`src/include/calc_keys.svh`:
```
`ifndef CALC_KEYS_SVH
`define CALC_KEYS_SVH

// keypad position is row * 4 + col
//   col   0  1  2  3
//   row0  1  2  3  add
//   row1  4  5  6  sub
//   row2  7  8  9  mul
//   row3  =  0  C  +/-
// expects calc_pkg to be imported where these expand

`define KEY_POS_IS_DIGIT(p) \
    ((p) != 4'd3 && (p) != 4'd7 && (p) != 4'd11 && \
     (p) != 4'd12 && (p) != 4'd14 && (p) != 4'd15)

`define KEY_POS_DIGIT(p) \
    ((p) == 4'd13 ? 4'd0 : 4'((((p) >> 2) * 3) + ((p) & 4'd3) + 1))

`define KEY_POS_OP(p) \
    op_t'((p) == 4'd3 ? OP_ADD : (p) == 4'd7 ? OP_SUB : \
          (p) == 4'd11 ? OP_MUL : (p) == 4'd15 ? OP_NEG : OP_NONE)

`define KEY_POS_KIND(p) \
    key_kind_t'((p) == 4'd12 ? KEY_EQUAL : (p) == 4'd14 ? KEY_CLEAR : \
                `KEY_POS_IS_DIGIT(p) ? KEY_DIGIT : KEY_OP)

`endif

```
`src/calc_pkg.sv`:
```
package calc_pkg;

    // what the presented key means
    typedef enum logic [1:0] {
        KEY_DIGIT,                  // 0..9 in digit field
        KEY_OP,                     // operator in op field, incl. change sign
        KEY_EQUAL,                  // finish pending op
        KEY_CLEAR                   // reset everything
    } key_kind_t;

    // operator codes, same numbering as the keypad encoder
    typedef enum logic [2:0] {
        OP_NONE = 3'd0,             // nothing pending, load entry
        OP_NEG  = 3'd1,             // change sign of entry
        OP_ADD  = 3'd2,
        OP_SUB  = 3'd3,
        OP_MUL  = 3'd4              // multi-cycle shift-add
    } op_t;

endpackage

```
`src/key_if.sv`:
```
`timescale 1ns/100ps

interface key_if import calc_pkg::*; ();

    logic      key_ready;           // key valid, held until taken
    logic      key_taken;           // engine accepts on this edge
    key_kind_t kind;                // meaning of key
    logic [3:0] digit;              // only for KEY_DIGIT
    op_t       op;                  // only for KEY_OP

    // scanner side
    modport source (
        output key_ready,
        output kind,
        output digit,
        output op,
        input  key_taken
    );

    // engine side
    modport sink (
        input  key_ready,
        input  kind,
        input  digit,
        input  op,
        output key_taken
    );

endinterface

```
`src/calc_engine.sv`:
```
`timescale 1ns/100ps

module calc_engine import calc_pkg::*; #(
    parameter int WIDTH = 16                  // data width, wraps two's complement
) (
    input  logic             clk,
    input  logic             nRST,
    key_if.sink              key,
    output logic [WIDTH-1:0] display,
    output logic             busy             // high while multiplying
);

    localparam int CNT_W = (WIDTH > 1) ? $clog2(WIDTH) : 1;

    typedef enum logic {
        IDLE,                                 // accepts keys
        MULTIPLY                              // shift-add loop, keys wait
    } eng_state_t;

    eng_state_t       state;
    op_t              pending;                // operator waiting for next entry
    logic [WIDTH-1:0] entry;                  // number being typed
    logic [WIDTH-1:0] acc;                    // running result
    logic [WIDTH-1:0] combined;               // acc <pending> entry, non-mul
    logic [WIDTH-1:0] digit_entry;            // entry*10 + digit
    logic [WIDTH-1:0] mcand;                  // shifted left each step
    logic [WIDTH-1:0] mplier;                 // shifted right each step
    logic [WIDTH-1:0] product;
    logic [WIDTH-1:0] product_next;
    logic [CNT_W-1:0] bit_cnt;                // multiply step
    logic             take;                   // transfer on this edge
    logic             is_combine;             // add/sub/mul/equal key
    logic             start_mul;
    logic             mul_last;

    assign take          = key.key_ready && (state == IDLE);
    assign key.key_taken = take;
    assign busy          = (state == MULTIPLY);

    assign is_combine = (key.kind == KEY_EQUAL) ||
                        (key.kind == KEY_OP && key.op != OP_NEG);
    assign start_mul  = take && is_combine && (pending == OP_MUL);
    assign mul_last   = (bit_cnt == CNT_W'(WIDTH - 1));

    // x10 as x8 + x2
    assign digit_entry  = (entry << 3) + (entry << 1) + {{(WIDTH-4){1'b0}}, key.digit};
    assign product_next = mplier[0] ? product + mcand : product;

    always_comb begin
        case (pending)
            OP_ADD:  combined = acc + entry;
            OP_SUB:  combined = acc - entry;
            default: combined = entry;        // OP_NONE just loads
        endcase
    end

    always_ff @(posedge clk or negedge nRST) begin
        if (!nRST) begin
            state   <= IDLE;
            pending <= OP_NONE;
            entry   <= '0;
            acc     <= '0;
            display <= '0;
            bit_cnt <= '0;
        end else if (state == MULTIPLY) begin
            bit_cnt <= bit_cnt + 1'b1;
            if (mul_last) begin
                acc     <= product_next;      // final partial sum folded in
                display <= product_next;
                state   <= IDLE;
            end
        end else if (take) begin
            case (key.kind)
                KEY_DIGIT: begin
                    entry   <= digit_entry;
                    display <= digit_entry;
                end
                KEY_CLEAR: begin
                    entry   <= '0;
                    acc     <= '0;
                    display <= '0;
                    pending <= OP_NONE;
                end
                default: begin
                    if (is_combine) begin
                        entry <= '0;
                        // equal leaves nothing pending
                        if (key.kind == KEY_EQUAL) begin
                            pending <= OP_NONE;
                        end else begin
                            pending <= key.op;
                        end
                        if (pending == OP_MUL) begin
                            state   <= MULTIPLY;  // display waits for product
                            bit_cnt <= '0;
                        end else begin
                            acc     <= combined;
                            display <= combined;
                        end
                    end else begin
                        entry   <= -entry;    // change sign
                        display <= -entry;
                    end
                end
            endcase
        end
    end

    // shift-add datapath
    always_ff @(posedge clk) begin
        if (start_mul) begin
            mcand   <= acc;
            mplier  <= entry;
            product <= '0;
        end else if (state == MULTIPLY) begin
            product <= product_next;
            mcand   <= mcand << 1;
            mplier  <= mplier >> 1;
        end
    end

endmodule

```
`src/calc_top.sv`:
```
`timescale 1ns/100ps

module calc_top #(
    parameter int WIDTH           = 16,   // entry/acc/display width
    parameter int DEBOUNCE_CYCLES = 10    // stable-low cycles per press
) (
    input  logic             clk,
    input  logic             nRST,
    input  logic [3:0]       rows,        // keypad rows, pulled up
    output logic [3:0]       cols,        // keypad columns, one low
    output logic [WIDTH-1:0] display,
    output logic             busy         // multiply in progress
);

    key_if key_bus ();                    // scanner -> engine key handshake

    keypad_scanner #(
        .DEBOUNCE_CYCLES (DEBOUNCE_CYCLES)
    ) scanner_i (
        .clk  (clk),
        .nRST (nRST),
        .rows (rows),
        .cols (cols),
        .key  (key_bus.source)
    );

    calc_engine #(
        .WIDTH (WIDTH)
    ) engine_i (
        .clk     (clk),
        .nRST    (nRST),
        .key     (key_bus.sink),
        .display (display),
        .busy    (busy)
    );

endmodule

```
`src/keypad_scanner.sv`:
```
`timescale 1ns/100ps
`include "calc_keys.svh"

module keypad_scanner import calc_pkg::*; #(
    parameter int DEBOUNCE_CYCLES = 10        // stable-low cycles before a key counts
) (
    input  logic       clk,
    input  logic       nRST,
    input  logic [3:0] rows,                  // pulled up, low = pressed
    output logic [3:0] cols,                  // exactly one column low
    key_if.source      key
);

    localparam int CNT_W = $clog2(DEBOUNCE_CYCLES + 1);

    typedef enum logic [1:0] {
        SCAN_COL,                             // walk columns, look for a low row
        DEBOUNCE,                             // row must stay low
        PRESENT,                              // key_ready up, wait for key_taken
        WAIT_RELEASE                          // one key per press
    } scan_state_t;

    scan_state_t      state;
    logic [1:0]       col_idx;                // column being driven low
    logic [CNT_W-1:0] db_cnt;                 // stable cycles so far
    logic             any_low;                // some row pulled low
    logic             db_done;                // last debounce cycle
    logic [3:0]       key_pos;                // row*4 + col of pressed key

    // lowest pressed row wins
    function automatic logic [3:0] encode_pos(input logic [3:0] row_n,
                                              input logic [1:0] col);
        logic [1:0] hit;
        hit = 2'd0;
        for (int r = 3; r >= 0; r--) begin
            if (!row_n[r]) begin
                hit = 2'(r);
            end
        end
        return {hit, col};                    // == hit*4 + col
    endfunction

    assign any_low = ~&rows;
    assign db_done = any_low && (db_cnt == CNT_W'(DEBOUNCE_CYCLES - 1));
    assign key_pos = encode_pos(rows, col_idx);

    // one-cold column drive
    always_comb begin
        cols = 4'b1111;
        cols[col_idx] = 1'b0;
    end

    always_ff @(posedge clk or negedge nRST) begin
        if (!nRST) begin
            state         <= SCAN_COL;
            col_idx       <= 2'd0;            // cols = 1110
            db_cnt        <= '0;
            key.key_ready <= 1'b0;
        end else begin
            case (state)
                SCAN_COL: begin
                    db_cnt <= '0;
                    if (any_low) begin
                        state <= DEBOUNCE;    // hold column on the hit
                    end else begin
                        col_idx <= col_idx + 2'd1;
                    end
                end
                DEBOUNCE: begin
                    if (!any_low) begin
                        state  <= SCAN_COL;   // bounce, start over
                        db_cnt <= '0;
                    end else if (db_done) begin
                        state         <= PRESENT;
                        key.key_ready <= 1'b1;    // payload latched same edge
                    end else begin
                        db_cnt <= db_cnt + 1'b1;
                    end
                end
                PRESENT: begin
                    // engine may stall here while multiplying
                    if (key.key_taken) begin
                        state         <= WAIT_RELEASE;
                        key.key_ready <= 1'b0;
                    end
                end
                WAIT_RELEASE: begin
                    if (!any_low) begin
                        state <= SCAN_COL;    // all rows high again
                    end
                end
                default: begin
                    state <= SCAN_COL;
                end
            endcase
        end
    end

    // key payload, decoded through the shared table
    always_ff @(posedge clk) begin
        if (state == DEBOUNCE && db_done) begin
            key.kind  <= `KEY_POS_KIND(key_pos);
            key.digit <= `KEY_POS_DIGIT(key_pos);
            key.op    <= `KEY_POS_OP(key_pos);
        end
    end

endmodule

```
`config.mk`:
```
export PLATFORM = sky130hd
export DESIGN_NAME = calc_top
export DESIGN_NICKNAME = d
export VERILOG_FILES = /design/src/calc_pkg.sv /design/src/key_if.sv /design/src/calc_engine.sv /design/src/calc_top.sv /design/src/keypad_scanner.sv
export VERILOG_INCLUDE_DIRS = /design/src /design/src/include
export SDC_FILE = /design/constraint.sdc
export NUM_CORES = 1
export LEC_CHECK = 0
export BUFFER_PORTS_ARGS = -buffer_cell sky130_fd_sc_hd__buf_2
export CAP_MARGIN = 10
export CORE_ASPECT_RATIO = 1.25
export CORE_MARGIN = 2
export CORE_UTILIZATION = 45
export DETAILED_ROUTE_END_ITERATION = 7
export HOLD_SLACK_MARGIN = 0.08
export PLACE_DENSITY = 0.63
export SLEW_MARGIN = 30
export SYNTH_ARGS = -nofsm -noshare
export SYNTH_HDL_FRONTEND = slang
export SYNTH_HIERARCHICAL = 1
export SYNTH_SLANG_ARGS = --single-unit
```
`constraint.sdc`:
```
create_clock -name clk -period 4.5 [get_ports clk]
set_input_delay 0.45 -clock clk [delete_from_list [all_inputs] [get_ports clk]]
set_output_delay 0.45 -clock clk [all_outputs]
set_load 0.01 [all_outputs]
```
==> results of run 1 <==
## synthesized netlist by cell type, types with 9 or more instances
master,count,area (um2)
sky130_fd_sc_hd__mux2_2,37,416.7
sky130_fd_sc_hd__edfxtp_1,41,1231
sky130_fd_sc_hd__a22oi_1,12,90.09
sky130_fd_sc_hd__inv_1,43,161.4
sky130_fd_sc_hd__a211oi_1,11,82.58
sky130_fd_sc_hd__nand3_1,19,95.09
sky130_fd_sc_hd__nor2_1,71,266.5
sky130_fd_sc_hd__clkbuf_1,33,123.9
sky130_fd_sc_hd__xnor2_1,36,315.3
sky130_fd_sc_hd__nand4_1,9,56.30
sky130_fd_sc_hd__dfxtp_1,16,320.3
sky130_fd_sc_hd__ha_1,72,900.9
sky130_fd_sc_hd__mux2i_1,10,100.1
sky130_fd_sc_hd__a31oi_1,15,93.84
sky130_fd_sc_hd__nor2b_1,9,56.30
sky130_fd_sc_hd__dfrtp_1,65,1627
sky130_fd_sc_hd__nor3_1,18,90.09
sky130_fd_sc_hd__a21o_1,21,157.7
sky130_fd_sc_hd__a21oi_1,54,270.3
sky130_fd_sc_hd__xor2_1,24,210.2
sky130_fd_sc_hd__and3_1,12,75.07
sky130_fd_sc_hd__nand2_1,112,420.4
sky130_fd_sc_hd__o211ai_1,12,90.09
sky130_fd_sc_hd__nand2b_1,9,56.30
sky130_fd_sc_hd__o21ai_0,69,345.3
## worst register-to-register path: cells and delay by family, from the launching register on
family / cells / cell delay (ns)
compound gates: 5 / 0.87
buf+inv: 1 / 0.08
simple gates: 6 / 1.34
xor+xnor: 2 / 0.36
mux: 1 / 0.38
fa+ha+maj: 2 / 0.58
flops: 1 / 0.37
## sequential cells by signal, indices dropped and copies added, names as in the netlist, named ones only
| name | count |
|---|---|
| scanner_i/col_idx | 2 |
| engine_i/bit_cnt | 4 |
| scanner_i/key.op | 3 |
| engine_i/display | 16 |
| scanner_i/state | 1 |
| scanner_i/db_cnt | 4 |
| scanner_i/key.kind | 2 |
| engine_i/entry | 16 |
| engine_i/acc | 16 |
| engine_i/pending | 3 |
| scanner_i/key.digit | 4 |
| engine_i/busy | 1 |
| engine_i/product | 16 |
| engine_i/mcand | 16 |
| engine_i/mplier | 16 |
| scanner_i/key.key_ready | 1 |
## final timing paths
kind	from	cells after the start	to
max in group asynchronous	nRST	1	engine_i/display[3]
worst min register to register	engine_i/display[0]	2	engine_i/display[0]
worst max register to register	engine_i/entry[0]	17	engine_i/acc[15]
min in group clk	rows[2]	2	scanner_i/key.op[2]
worst max-delay path	engine_i/entry[0]	17	engine_i/acc[15]
worst min-delay path	nRST	1	engine_i/bit_cnt[1]
## metal layers
metal / GRT usage, % / vias to the layer above
met3: 2.890 / 33
met1: 25.82 / 3235
met2: 37.23 / 111
met4: 9.291 / 0
met5: 0 / -
li1: - / 3446
## stage by stage
step           area [um2]  hold WS [ns]
3_3_place_gp         9044        0.4461
3_5_place_dp         9060        0.4528
5_1_grt              9639       0.09164
6_report             9639       0.03343
4_1_cts              9635        0.1907
2_1_floorplan        8687        0.1544
## report_power, final
part	internal, mW	leakage, nW	switching (mW)
Sequential	1.71	1.34	0.444
Clock	0.853	0.278	0.480
Combinational	2.10	2.65	2.80
Total	4.66	4.26	3.73
## cell type report
type	count	area [um2]	share of cell area [%]
Clock buffer	24	481.7	4.997
Clock inverter	8	93.84	0.9735
Tap cell	232	290.3	3.011
Timing Repair Buffer	43	264.0	2.739
Sequential cell	122	3178	32.97
Multi-Input combinational cell	737	5166	53.60
Inverter	44	165.2	1.713
## kinds of logic (layout without fill, tap and decap cells)
| kind of cell | Yosys count | in the layout | share of synthesized area [%] |
|---|---|---|---|
| buf+inv | 89 | 119 | 4.162 |
| mux | 48 | 48 | 6.121 |
| flops | 122 | 122 | 36.58 |
| xor+xnor | 60 | 60 | 6.049 |
| simple gates | 300 | 300 | 17.11 |
| fa+ha+maj | 77 | 77 | 11.52 |
| compound gates | 252 | 252 | 18.45 |
==> results.py, run 1 <==
metrics = {
    "grt": {
        "first_pass_grt_wire_length_mm": 34.33,
        "number_of_antenna_violations_at_the_first_check_in_global_routing": 0,
        "first_global_vias": 6820,
        "grtUsageTotal_pct": 21.26,
        "grt_max_degree": 66,
        "gr-total-overflow": 0,
    },
    "sta": {
        "final-hold-violation-count": 0,
        "clock-skew-final_ns": 0.009149,
        "tightestPinTransition_ns": 0.9113,
        "slew-limit-headroom_pct": 39.25,
        "period_minus_slack_ns": 4.097,
        "drv_slew": 0,
        "post-route-worst-setup-slack_ns": 0.4030,
        "max_freq_mhz": 244.1,
        "period_share_pct": 91.04,
        "setup_tns_ns": 0,
        "grt_setup_unrepaired": "false",
        "setup_viol_count_final": 0,
    },
    "synthesis": {
        "synthesis.nets": 1031,
        "synth_area_per_cell_um2": 9.164,
        "ys_seq_elements": 122,
        "synthArstFlopShare_pct": 53.28,
        "synth_flop_cell": "sky130_fd_sc_hd__dfrtp_1",
        "number_of_flops_mapped_to_enable_cells_by_yosys": 41,
        "post_synth_inst_count": 948,
        "yosys_warnings": 6,
        "mapped_area_mm2": 0.008687,
        "synth.distinct_cells": 81,
        "post_synthesis_sequential_area_ratio_pct": 36.58,
    },
    "detailed_routing": {
        "top_layer_used": "met4",
        "detail_route.first_pass.iterations": 5,
        "met2_wirelength_mm": 10.53,
        "met1_wire_length_mm": 9.197,
        "number_of_remaining_drc_errors": 0,
        "drtAntennaViolNets": 0,
        "viasPerCell": 5.640,
        "dr_total_vias": 6825,
        "drt_iter0_markers": 344,
        "wl_mm": 20.92,
        "wire_per_inst_um": 17.29,
        "amount_of_wire_on_met3_after_detailed_routing_um": 614,
    },
    "critical_path": {
        "critical_path.endpoint_type": "flip-flop",
        "worst-endpoint-required_ns": 4.81,
        "cp_top_family": "simple AND/OR/NAND/NOR gates",
        "crit_path_start_kind": "flip-flop",
        "path_max_fanout": 5,
        "crit_chain": "inv_1, ha_1, nor3b_4, nand2_2, or4b_4, nor3_4, nor2_1, xnor2_1, ha_1, a21o_1, a211o_1, nor2_1, a21oi_2, xor2_1, mux2_2, o211a_1, a31o_1",
        "rrSetupSlack_ns": 0.40,
        "crit_slowest_cell": "sky130_fd_sc_hd__or4b_4",
        "cp.arrival_ns": 4.40,
        "cpPeakStageDelay_ns": 0.58,
        "critPathKind": "flip-flop to flip-flop",
        "cp_num_buf_inv": 1,
    },
    "die": {
        "die_height_um": 159.3,
        "floorplan.die_area_mm2": 0.02044,
        "num_io_pins": 27,
        "std_cell_rows": 56,
        "die_width_um": 128.3,
        "core_mm2": 0.01885,
        "start_util_pct": 46.09,
    },
    "cts": {
        "postCtsSetupBuffers": 0,
        "clock-sinks": 122,
        "latest_clock_arrival_within_the_worst_skew_pair_ns": 0.42,
        "cts_buffers": 17,
        "clock-root-buffer": "sky130_fd_sc_hd__clkbuf_16",
        "htree_num_levels": 4,
        "cts_hold_repair.buffers": 0,
        "cts.reportedPaths.clkPinSlew_ns": 0.05,
        "cts_max_path_buffers": 2,
        "tritoncts": "done",
        "cts-resized-gates": 0,
    },
    "final_layout": {
        "most-common-layout-cells": "sky130_fd_sc_hd__nand2_1, sky130_fd_sc_hd__ha_1, sky130_fd_sc_hd__nor2_1, sky130_fd_sc_hd__o21ai_0, sky130_fd_sc_hd__dfrtp_1",
        "layout.cells.most_common": "sky130_fd_sc_hd__nand2_1",
        "final_nets": 1048,
        "fillers": 1698,
        "num_antenna_cells": 0,
        "instances_no_fill": 1210,
        "final_core_utilization_pct": 51.14,
        "syn_to_final_growth_pct": 10.96,
        "layout-drive-gt1-share_pct": 13.91,
    },
    "power_and_ir_drop": {
        "p_leak_nw": 4.264,
        "p_per_area_mw_per_mm2": 870.5,
        "finalPower_mw": 8.391,
        "irDropWorstVdd_v": 0.0003297,
    },
    "placed_design": {
        "routabilityCongestion": 0.9161,
        "port-buffer-count": 26,
        "dp.cells": 1178,
        "preCtsSetupSlack_ns": 0.4497,
        "place.detailed.hpwl_mm": 15.69,
    },
    "outcome": {
        "outcome": "finished, final reports clean",
    },
    "min_path": {
        "hold_path_class": "primary input to async pin",
    },
    "run": {
        "maxCapViolCount": 0,
    },
}
Note: power is estimated with default switching activity, not from simulation.
==> run 2: changes to the inputs <==
- SYNTH_HIERARCHICAL: 1 -> default
==> run 2 against run 1 <==
Wire length shrank 0.92%. Total power decreased by 3.9%. Worst setup slack got worse by 0.12 ns. Maximum frequency down 2.8%. Die area down 1.3%. Synthesized cell count fell by 0.53%. Worst hold slack gained 0.066 ns. Via count barely moved. Area after synthesis is 1.3% lower. Combinational power decreased by 6.9%. Sequential power decreased by 7%. Clock power increased by 13%. Critical endpoint is now engine_i.acc[15]. Largest cell class unchanged.
==> results.py, run 2 <==
metrics = {
    "grt": {
        "number_of_antenna_violations_at_the_first_check_in_global_routing": 0,
        "first_pass_grt_wire_length_mm": 33.90,
        "grt_max_degree": 39,
        "grtUsageTotal_pct": 21.35,
        "first_global_vias": 6597,
        "gr-total-overflow": 0,
    },
    "die": {
        "std_cell_rows": 56,
        "floorplan.die_area_mm2": 0.02017,
        "num_io_pins": 27,
        "core_mm2": 0.01871,
        "start_util_pct": 45.81,
        "die_width_um": 127.4,
        "die_height_um": 158.3,
    },
    "cts": {
        "htree_num_levels": 4,
        "cts_buffers": 17,
        "cts_hold_repair.buffers": 0,
        "clock-root-buffer": "sky130_fd_sc_hd__clkbuf_16",
        "latest_clock_arrival_within_the_worst_skew_pair_ns": 0.42,
        "clock-sinks": 122,
        "cts.reportedPaths.clkPinSlew_ns": 0.06,
        "cts_max_path_buffers": 2,
        "tritoncts": "done",
    },
    "final_layout": {
        "layout-drive-gt1-share_pct": 13.72,
        "num_antenna_cells": 0,
        "instances_no_fill": 1216,
        "syn_to_final_growth_pct": 13.17,
        "final_core_utilization_pct": 51.85,
        "final_nets": 1058,
        "postLayoutCellArea_mm2": 0.009699,
        "fillers": 1754,
        "most-common-layout-cells": "sky130_fd_sc_hd__nand2_1, sky130_fd_sc_hd__nor2_1, sky130_fd_sc_hd__o21ai_0",
        "layout.cells.most_common": "sky130_fd_sc_hd__nand2_1",
    },
    "critical_path": {
        "ff2ff_path_depth": 19,
        "cp.arrival_ns": 4.56,
        "path_max_fanout": 4,
        "rr_endpoint": "engine_i.acc[15]",
        "timing.rr.start": "engine_i.entry[1]",
        "critPathKind": "flip-flop to flip-flop",
        "critical_path.endpoint_type": "flip-flop",
        "rrSetupSlack_ns": 0.29,
        "crit_path_start_kind": "flip-flop",
        "worst-endpoint-required_ns": 4.84,
    },
    "synthesis": {
        "compound_gate_portion_of_the_synthesized_area_pct": 19.49,
        "synth.top_cell.area_share_pct": 18.98,
        "synth_xor_area_share_pct": 6.234,
        "yosys.area_share.simple_pct": 14.96,
        "post_synthesis_sequential_area_ratio_pct": 37.08,
        "synth_top_cells_by_area": "sky130_fd_sc_hd__dfrtp_1, sky130_fd_sc_hd__edfxtp_1, sky130_fd_sc_hd__ha_1",
        "mapped_area_mm2": 0.008571,
        "synth.cells.most_frequent": "sky130_fd_sc_hd__nand2_1, sky130_fd_sc_hd__nor2_1, sky130_fd_sc_hd__o21ai_0",
        "synth.area.mux_share_pct": 5.650,
        "post_synth_inst_count": 943,
        "synthArstFlopShare_pct": 53.28,
        "yosysMostFrequentCell": "sky130_fd_sc_hd__nand2_1",
        "yosys_warnings": 0,
        "synth_area_per_cell_um2": 9.089,
        "post_synth_fa_ha_maj_area_fraction_pct": 12.35,
        "number_of_flops_mapped_to_enable_cells_by_yosys": 41,
        "synth_flop_cell": "sky130_fd_sc_hd__dfrtp_1",
        "synth.distinct_cells": 65,
        "ys_seq_elements": 122,
        "largest_family_of_logic_cells_by_synthesized_area": "compound AO/OA/AOI/OAI gates",
        "synthesis.nets": 1030,
        "netlist.top_cell.by_area": "sky130_fd_sc_hd__dfrtp_1",
    },
    "detailed_routing": {
        "number_of_remaining_drc_errors": 0,
        "drt_iter0_markers": 395,
        "drtAntennaViolNets": 0,
        "dr_total_vias": 6819,
        "detail_route.first_pass.iterations": 5,
        "viasPerCell": 5.608,
        "wire_per_inst_um": 17.04,
        "wl_mm": 20.72,
    },
    "placed_design": {
        "detailed_place.area_mm2": 0.009004,
        "port-buffer-count": 26,
        "place.detailed.hpwl_mm": 15.72,
        "preCtsSetupSlack_ns": 0.06239,
        "dp.cells": 1183,
        "routabilityCongestion": 0.9433,
    },
    "sta": {
        "period_minus_slack_ns": 4.214,
        "max_freq_mhz": 237.3,
        "post-route-worst-setup-slack_ns": 0.2859,
        "hold-worst-slack_ns": 0.09899,
        "final-hold-violation-count": 0,
        "drv_slew": 0,
        "clock-skew-final_ns": 0.006122,
        "period_share_pct": 93.65,
        "tightestPinTransition_ns": 0.9421,
        "setup_viol_count_final": 0,
        "slew-limit-headroom_pct": 36.61,
    },
    "power_and_ir_drop": {
        "irDropWorstVdd_v": 0.0003296,
        "p_leak_nw": 4.185,
        "p_per_area_mw_per_mm2": 831.2,
    },
    "min_path": {
        "hold_path_class": "primary input to async pin",
    },
    "run": {
        "maxCapViolCount": 0,
    },
    "outcome": {
        "outcome": "finished, final reports clean",
    },
}
-- run 2: cell types whose count changed after synthesis, sizes merged, moves of 7 or more --
cell,before,now
nor2,71,81
nand2,113,98
and3,12,3
o21a,6,14
inv,43,50
-- run 2: worst max path at each step --
| stage | start | end | slack, ns | cells past startpoint |
|---|---|---|---|---|
| 2_1_floorplan | engine_i.entry[0] | engine_i.display[15] | 0.18 | 19 |
| 3_3_place_gp | engine_i.entry[1] | engine_i.display[15] | 0.17 | 19 |
| 3_5_place_dp | engine_i.entry[1] | engine_i.display[15] | 0.06 | 19 |
| 4_1_cts | engine_i.entry[1] | engine_i.display[15] | 0.04 | 19 |
| 5_1_grt | engine_i.entry[1] | engine_i.display[15] | -0.006 | 19 |
| 6_report | engine_i.entry[1] | engine_i.acc[15] | 0.29 | 19 |
-- run 2: critical path, cell delays in order, from the launching register on --
cell and delay, ns:
sky130_fd_sc_hd__dfrtp_1 0.37, sky130_fd_sc_hd__inv_1 0.07, sky130_fd_sc_hd__ha_1 0.16, sky130_fd_sc_hd__or3b_4 0.40, sky130_fd_sc_hd__or3_4 0.37, sky130_fd_sc_hd__or3_4 0.40, sky130_fd_sc_hd__or2_4 0.26, sky130_fd_sc_hd__nor2_2 0.12
sky130_fd_sc_hd__nor2_1 0.07, sky130_fd_sc_hd__xnor2_1 0.12, sky130_fd_sc_hd__ha_1 0.34, sky130_fd_sc_hd__o21ai_0 0.12, sky130_fd_sc_hd__nand2b_1 0.09, sky130_fd_sc_hd__nand2_1 0.10, sky130_fd_sc_hd__a2111oi_4 0.35, sky130_fd_sc_hd__a311oi_2 0.11
sky130_fd_sc_hd__and3_1 0.23, sky130_fd_sc_hd__o21ai_2 0.15, sky130_fd_sc_hd__o2111ai_1 0.12, sky130_fd_sc_hd__a31oi_1 0.20
-- run 2: routing by layer --
| layer | global-route usage (%) | wire length (um) |
|---|---|---|
| met5 | 0 | 0 |
| met1 | 27.56 | 9609 |
| met3 | 2.890 | 458 |
| met2 | 36.52 | 10130 |
| met4 | 8.163 | 523 |
-- run 2: cells by family (layout without fill, tap and decap cells) --
logic type               Yosys count  in the layout
XOR/XNOR                          61             61
flip-flops                       122            122
buffers and inverters             92            133
multiplexers                      44             44
AND/OR/NAND/NOR                  277            277
AO/OA/AOI/OAI                    266            266
adder cells (fa/ha/maj)           81             81
-- run 2: repair_timing --
item,4_1_cts,5_1_grt
endpoints found under the setup margin,0,2
gates resized for setup,0,7
endpoints found under the hold margin,0,0
buffers inserted,0,1
-- run 2: metrics by stage --
| step | power, mW | TNS [ns] |
|---|---|---|
| after CTS | 7.998 | 0 |
| after detailed placement | 6.464 | 0 |
| after global placement | 6.429 | 0 |
| after floorplan | 5.368 | 0 |
| final | 8.062 | 0 |
| after global routing | 8.762 | -0.006492 |
-- run 2: where the power goes --
part	leakage (nW)	switching, mW	internal [mW]	total (mW)
clock	0.310	0.535	0.960	1.50
combinational	2.57	2.59	1.97	4.56
sequential	1.30	0.383	1.62	2.01
total	4.18	3.51	4.55	8.06
-- run 2: layout make-up --
type / count / area [um2] / share of cell area [%]
multi-input cells: 729 / 5084 / 52.41
flip-flops and latches: 122 / 3178 / 32.77
clock buffers: 19 / 452.9 / 4.670
repair buffers: 50 / 310.3 / 3.199
well taps: 232 / 290.3 / 2.993
clock inverters: 13 / 192.7 / 1.987
inverters: 51 / 191.4 / 1.974
==> run 3: changes to the inputs <==
- CORE_UTILIZATION: 45 -> 40
- PLACE_DENSITY: 0.63 -> 0.57
==> run 3 against run 2 <==
Sequential share of layout area is 0.15 points higher. Wire length is 3.8% higher. Sequential power hardly changed. Non-clock buffer count is 2 higher. Critical path type unchanged. Final cell count is 3.6% higher. Die area is 12% higher. Largest cell class unchanged. First-iteration DRC count is 13% higher. Total power is 2.1% lower. Largest power group unchanged. Maximum frequency is 0.28% higher. Worst hold slack worse by 0.017 ns.
==> results.py, run 3 (synthesized netlist as in run 2, its figures left out) <==
metrics = {
    "grt": {
        "first_pass_grt_wire_length_mm": 35.22,
        "global_route.peak_usage_layer": "met2",
        "grtUsageTotal_pct": 19.95,
        "gr-total-overflow": 0,
        "first_global_vias": 6679,
        "use_met2_pct": 32.69,
        "grt.met3_usage_pct": 3.542,
        "number_of_antenna_violations_at_the_first_check_in_global_routing": 0,
        "global_route.usage.met1_pct": 25.93,
        "grt_max_degree": 37,
    },
    "sta": {
        "tightestPinTransition_ns": 0.9053,
        "period_minus_slack_ns": 4.203,
        "hold-worst-slack_ns": 0.08205,
        "clock-skew-final_ns": 0.01145,
        "grt_setup_unrepaired": "false",
        "setup_tns_ns": 0,
        "post-route-worst-setup-slack_ns": 0.2975,
        "max_freq_mhz": 238.0,
        "slew-limit-headroom_pct": 39.50,
        "final-hold-violation-count": 0,
        "setup_viol_count_final": 0,
        "period_share_pct": 93.39,
        "drv_slew": 0,
    },
    "cts": {
        "clock-sinks": 122,
        "htree_num_levels": 4,
        "cts.reportedPaths.clkPinSlew_ns": 0.06,
        "latest_clock_arrival_within_the_worst_skew_pair_ns": 0.42,
        "tritoncts": "done",
        "cts_hold_repair.buffers": 0,
        "cts_buffers": 17,
        "clock-root-buffer": "sky130_fd_sc_hd__clkbuf_16",
        "cts_max_path_buffers": 2,
    },
    "critical_path": {
        "path_max_fanout": 4,
        "cp_top_family": "simple AND/OR/NAND/NOR gates",
        "crit_slowest_cell": "sky130_fd_sc_hd__or3_4",
        "cp.arrival_ns": 4.53,
        "cp_num_buf_inv": 1,
        "worst-endpoint-required_ns": 4.83,
        "crit_chain": "inv_1, ha_1, or3b_4, or3_4, or3_4, or2_4, nor2_4, nor2_1, xnor2_1, ha_1, o21ai_0, nand2b_1, nand2_1, a2111oi_4, a311oi_2, and3_1, o21ai_2, o2111ai_1, a41oi_1",
        "timing.rr.start": "engine_i.entry[1]",
        "rr_endpoint": "engine_i.display[15]",
        "critical_path.endpoint_type": "flip-flop",
        "critPathKind": "flip-flop to flip-flop",
        "ff2ff_path_depth": 19,
        "cpPeakStageDelay_ns": 0.41,
        "rrSetupSlack_ns": 0.30,
        "crit_path_start_kind": "flip-flop",
    },
    "power_and_ir_drop": {
        "clock_power_share_pct": 15.7,
        "internal_power_mw": 4.340,
        "irDropWorstVdd_v": 0.0003571,
        "total_switching_power_mw": 3.550,
        "finalPower_mw": 7.890,
        "share_seq_of_total_power_pct": 25.5,
        "switching_share_pct": 44.99,
        "p_leak_nw": 4.143,
        "p_per_area_mw_per_mm2": 817.3,
        "share_comb_of_total_power_pct": 58.8,
    },
    "final_layout": {
        "final_nets": 1060,
        "final_core_utilization_pct": 46.21,
        "postLayoutCellArea_mm2": 0.009654,
        "syn_to_final_growth_pct": 12.64,
        "instances_no_fill": 1260,
        "most-common-layout-cells": "sky130_fd_sc_hd__nand2_1, sky130_fd_sc_hd__nor2_1, sky130_fd_sc_hd__o21ai_0",
        "layout-drive-gt1-share_pct": 13.49,
        "layout.cells.most_common": "sky130_fd_sc_hd__nand2_1",
        "num_antenna_cells": 0,
    },
    "placed_design": {
        "detailed_place.area_mm2": 0.009065,
        "place.detailed.hpwl_mm": 16.41,
        "routabilityCongestion": 0.9147,
        "preCtsSetupSlack_ns": 0.09591,
        "port-buffer-count": 26,
        "dp.cells": 1225,
    },
    "die": {
        "die_width_um": 134.9,
        "num_io_pins": 27,
        "die_height_um": 167.7,
        "floorplan.die_area_mm2": 0.02262,
        "std_cell_rows": 59,
        "start_util_pct": 41.03,
        "core_mm2": 0.02089,
    },
    "detailed_routing": {
        "drt_iter0_markers": 445,
        "wire_per_inst_um": 17.07,
        "detail_route.first_pass.iterations": 5,
        "number_of_remaining_drc_errors": 0,
        "dr_total_vias": 6808,
        "wl_mm": 21.51,
        "drtAntennaViolNets": 0,
        "viasPerCell": 5.403,
    },
    "run": {
        "maxCapViolCount": 0,
    },
    "min_path": {
        "hold_path_class": "primary input to async pin",
    },
    "outcome": {
        "outcome": "finished, final reports clean",
    },
}
## run 3: worst max path at each step
stage,start,endpoint,slack (ns),cells past startpoint
2_1_floorplan,engine_i.entry[0],engine_i.display[15],0.18,19
3_3_place_gp,engine_i.entry[1],engine_i.display[15],0.20,19
3_5_place_dp,engine_i.entry[1],engine_i.display[15],0.1,19
4_1_cts,engine_i.entry[1],engine_i.display[15],0.07,19
5_1_grt,engine_i.entry[1],engine_i.display[15],0.02,19
6_report,engine_i.entry[1],engine_i.display[15],0.30,19
## run 3: repair_timing
action / CTS / global route
setup endpoints to repair: 0 / 2
hold endpoints to repair: 0 / 0
buffers inserted: 0 / 3
gates resized for setup: 0 / 9
## run 3: final cells by class
| type | count | area [um2] |
|---|---|---|
| Clock buffer | 22 | 454.2 |
| Timing Repair Buffer | 52 | 325.3 |
| Multi-Input combinational cell | 729 | 5091 |
| Sequential cell | 122 | 3178 |
| Tap cell | 274 | 342.8 |
| Inverter | 51 | 191.4 |
| Clock inverter | 10 | 71.32 |
| Fill cell | 2027 | 11240 |
## run 3: power groups by stage
stage          clock [mW]  sequential (mW)  combinational (mW)
3_5_place_dp            0             2.02                4.49
3_3_place_gp            0             2.01                4.46
2_1_floorplan           0             1.90                3.47
4_1_cts              1.26             2.01                4.52
5_1_grt              1.32             2.07                5.23
6_report             1.24             2.01                4.64
## run 3: metal layers
layer | vias to the layer above | routed length (um) | share of wire (%)
met4 | 0 | 703 | 3.3
met1 | 3192 | 9854 | 46
met5 | - | 0 | 0
li1 | 3467 | - | -
met3 | 34 | 704 | 3.3
met2 | 115 | 10250 | 48
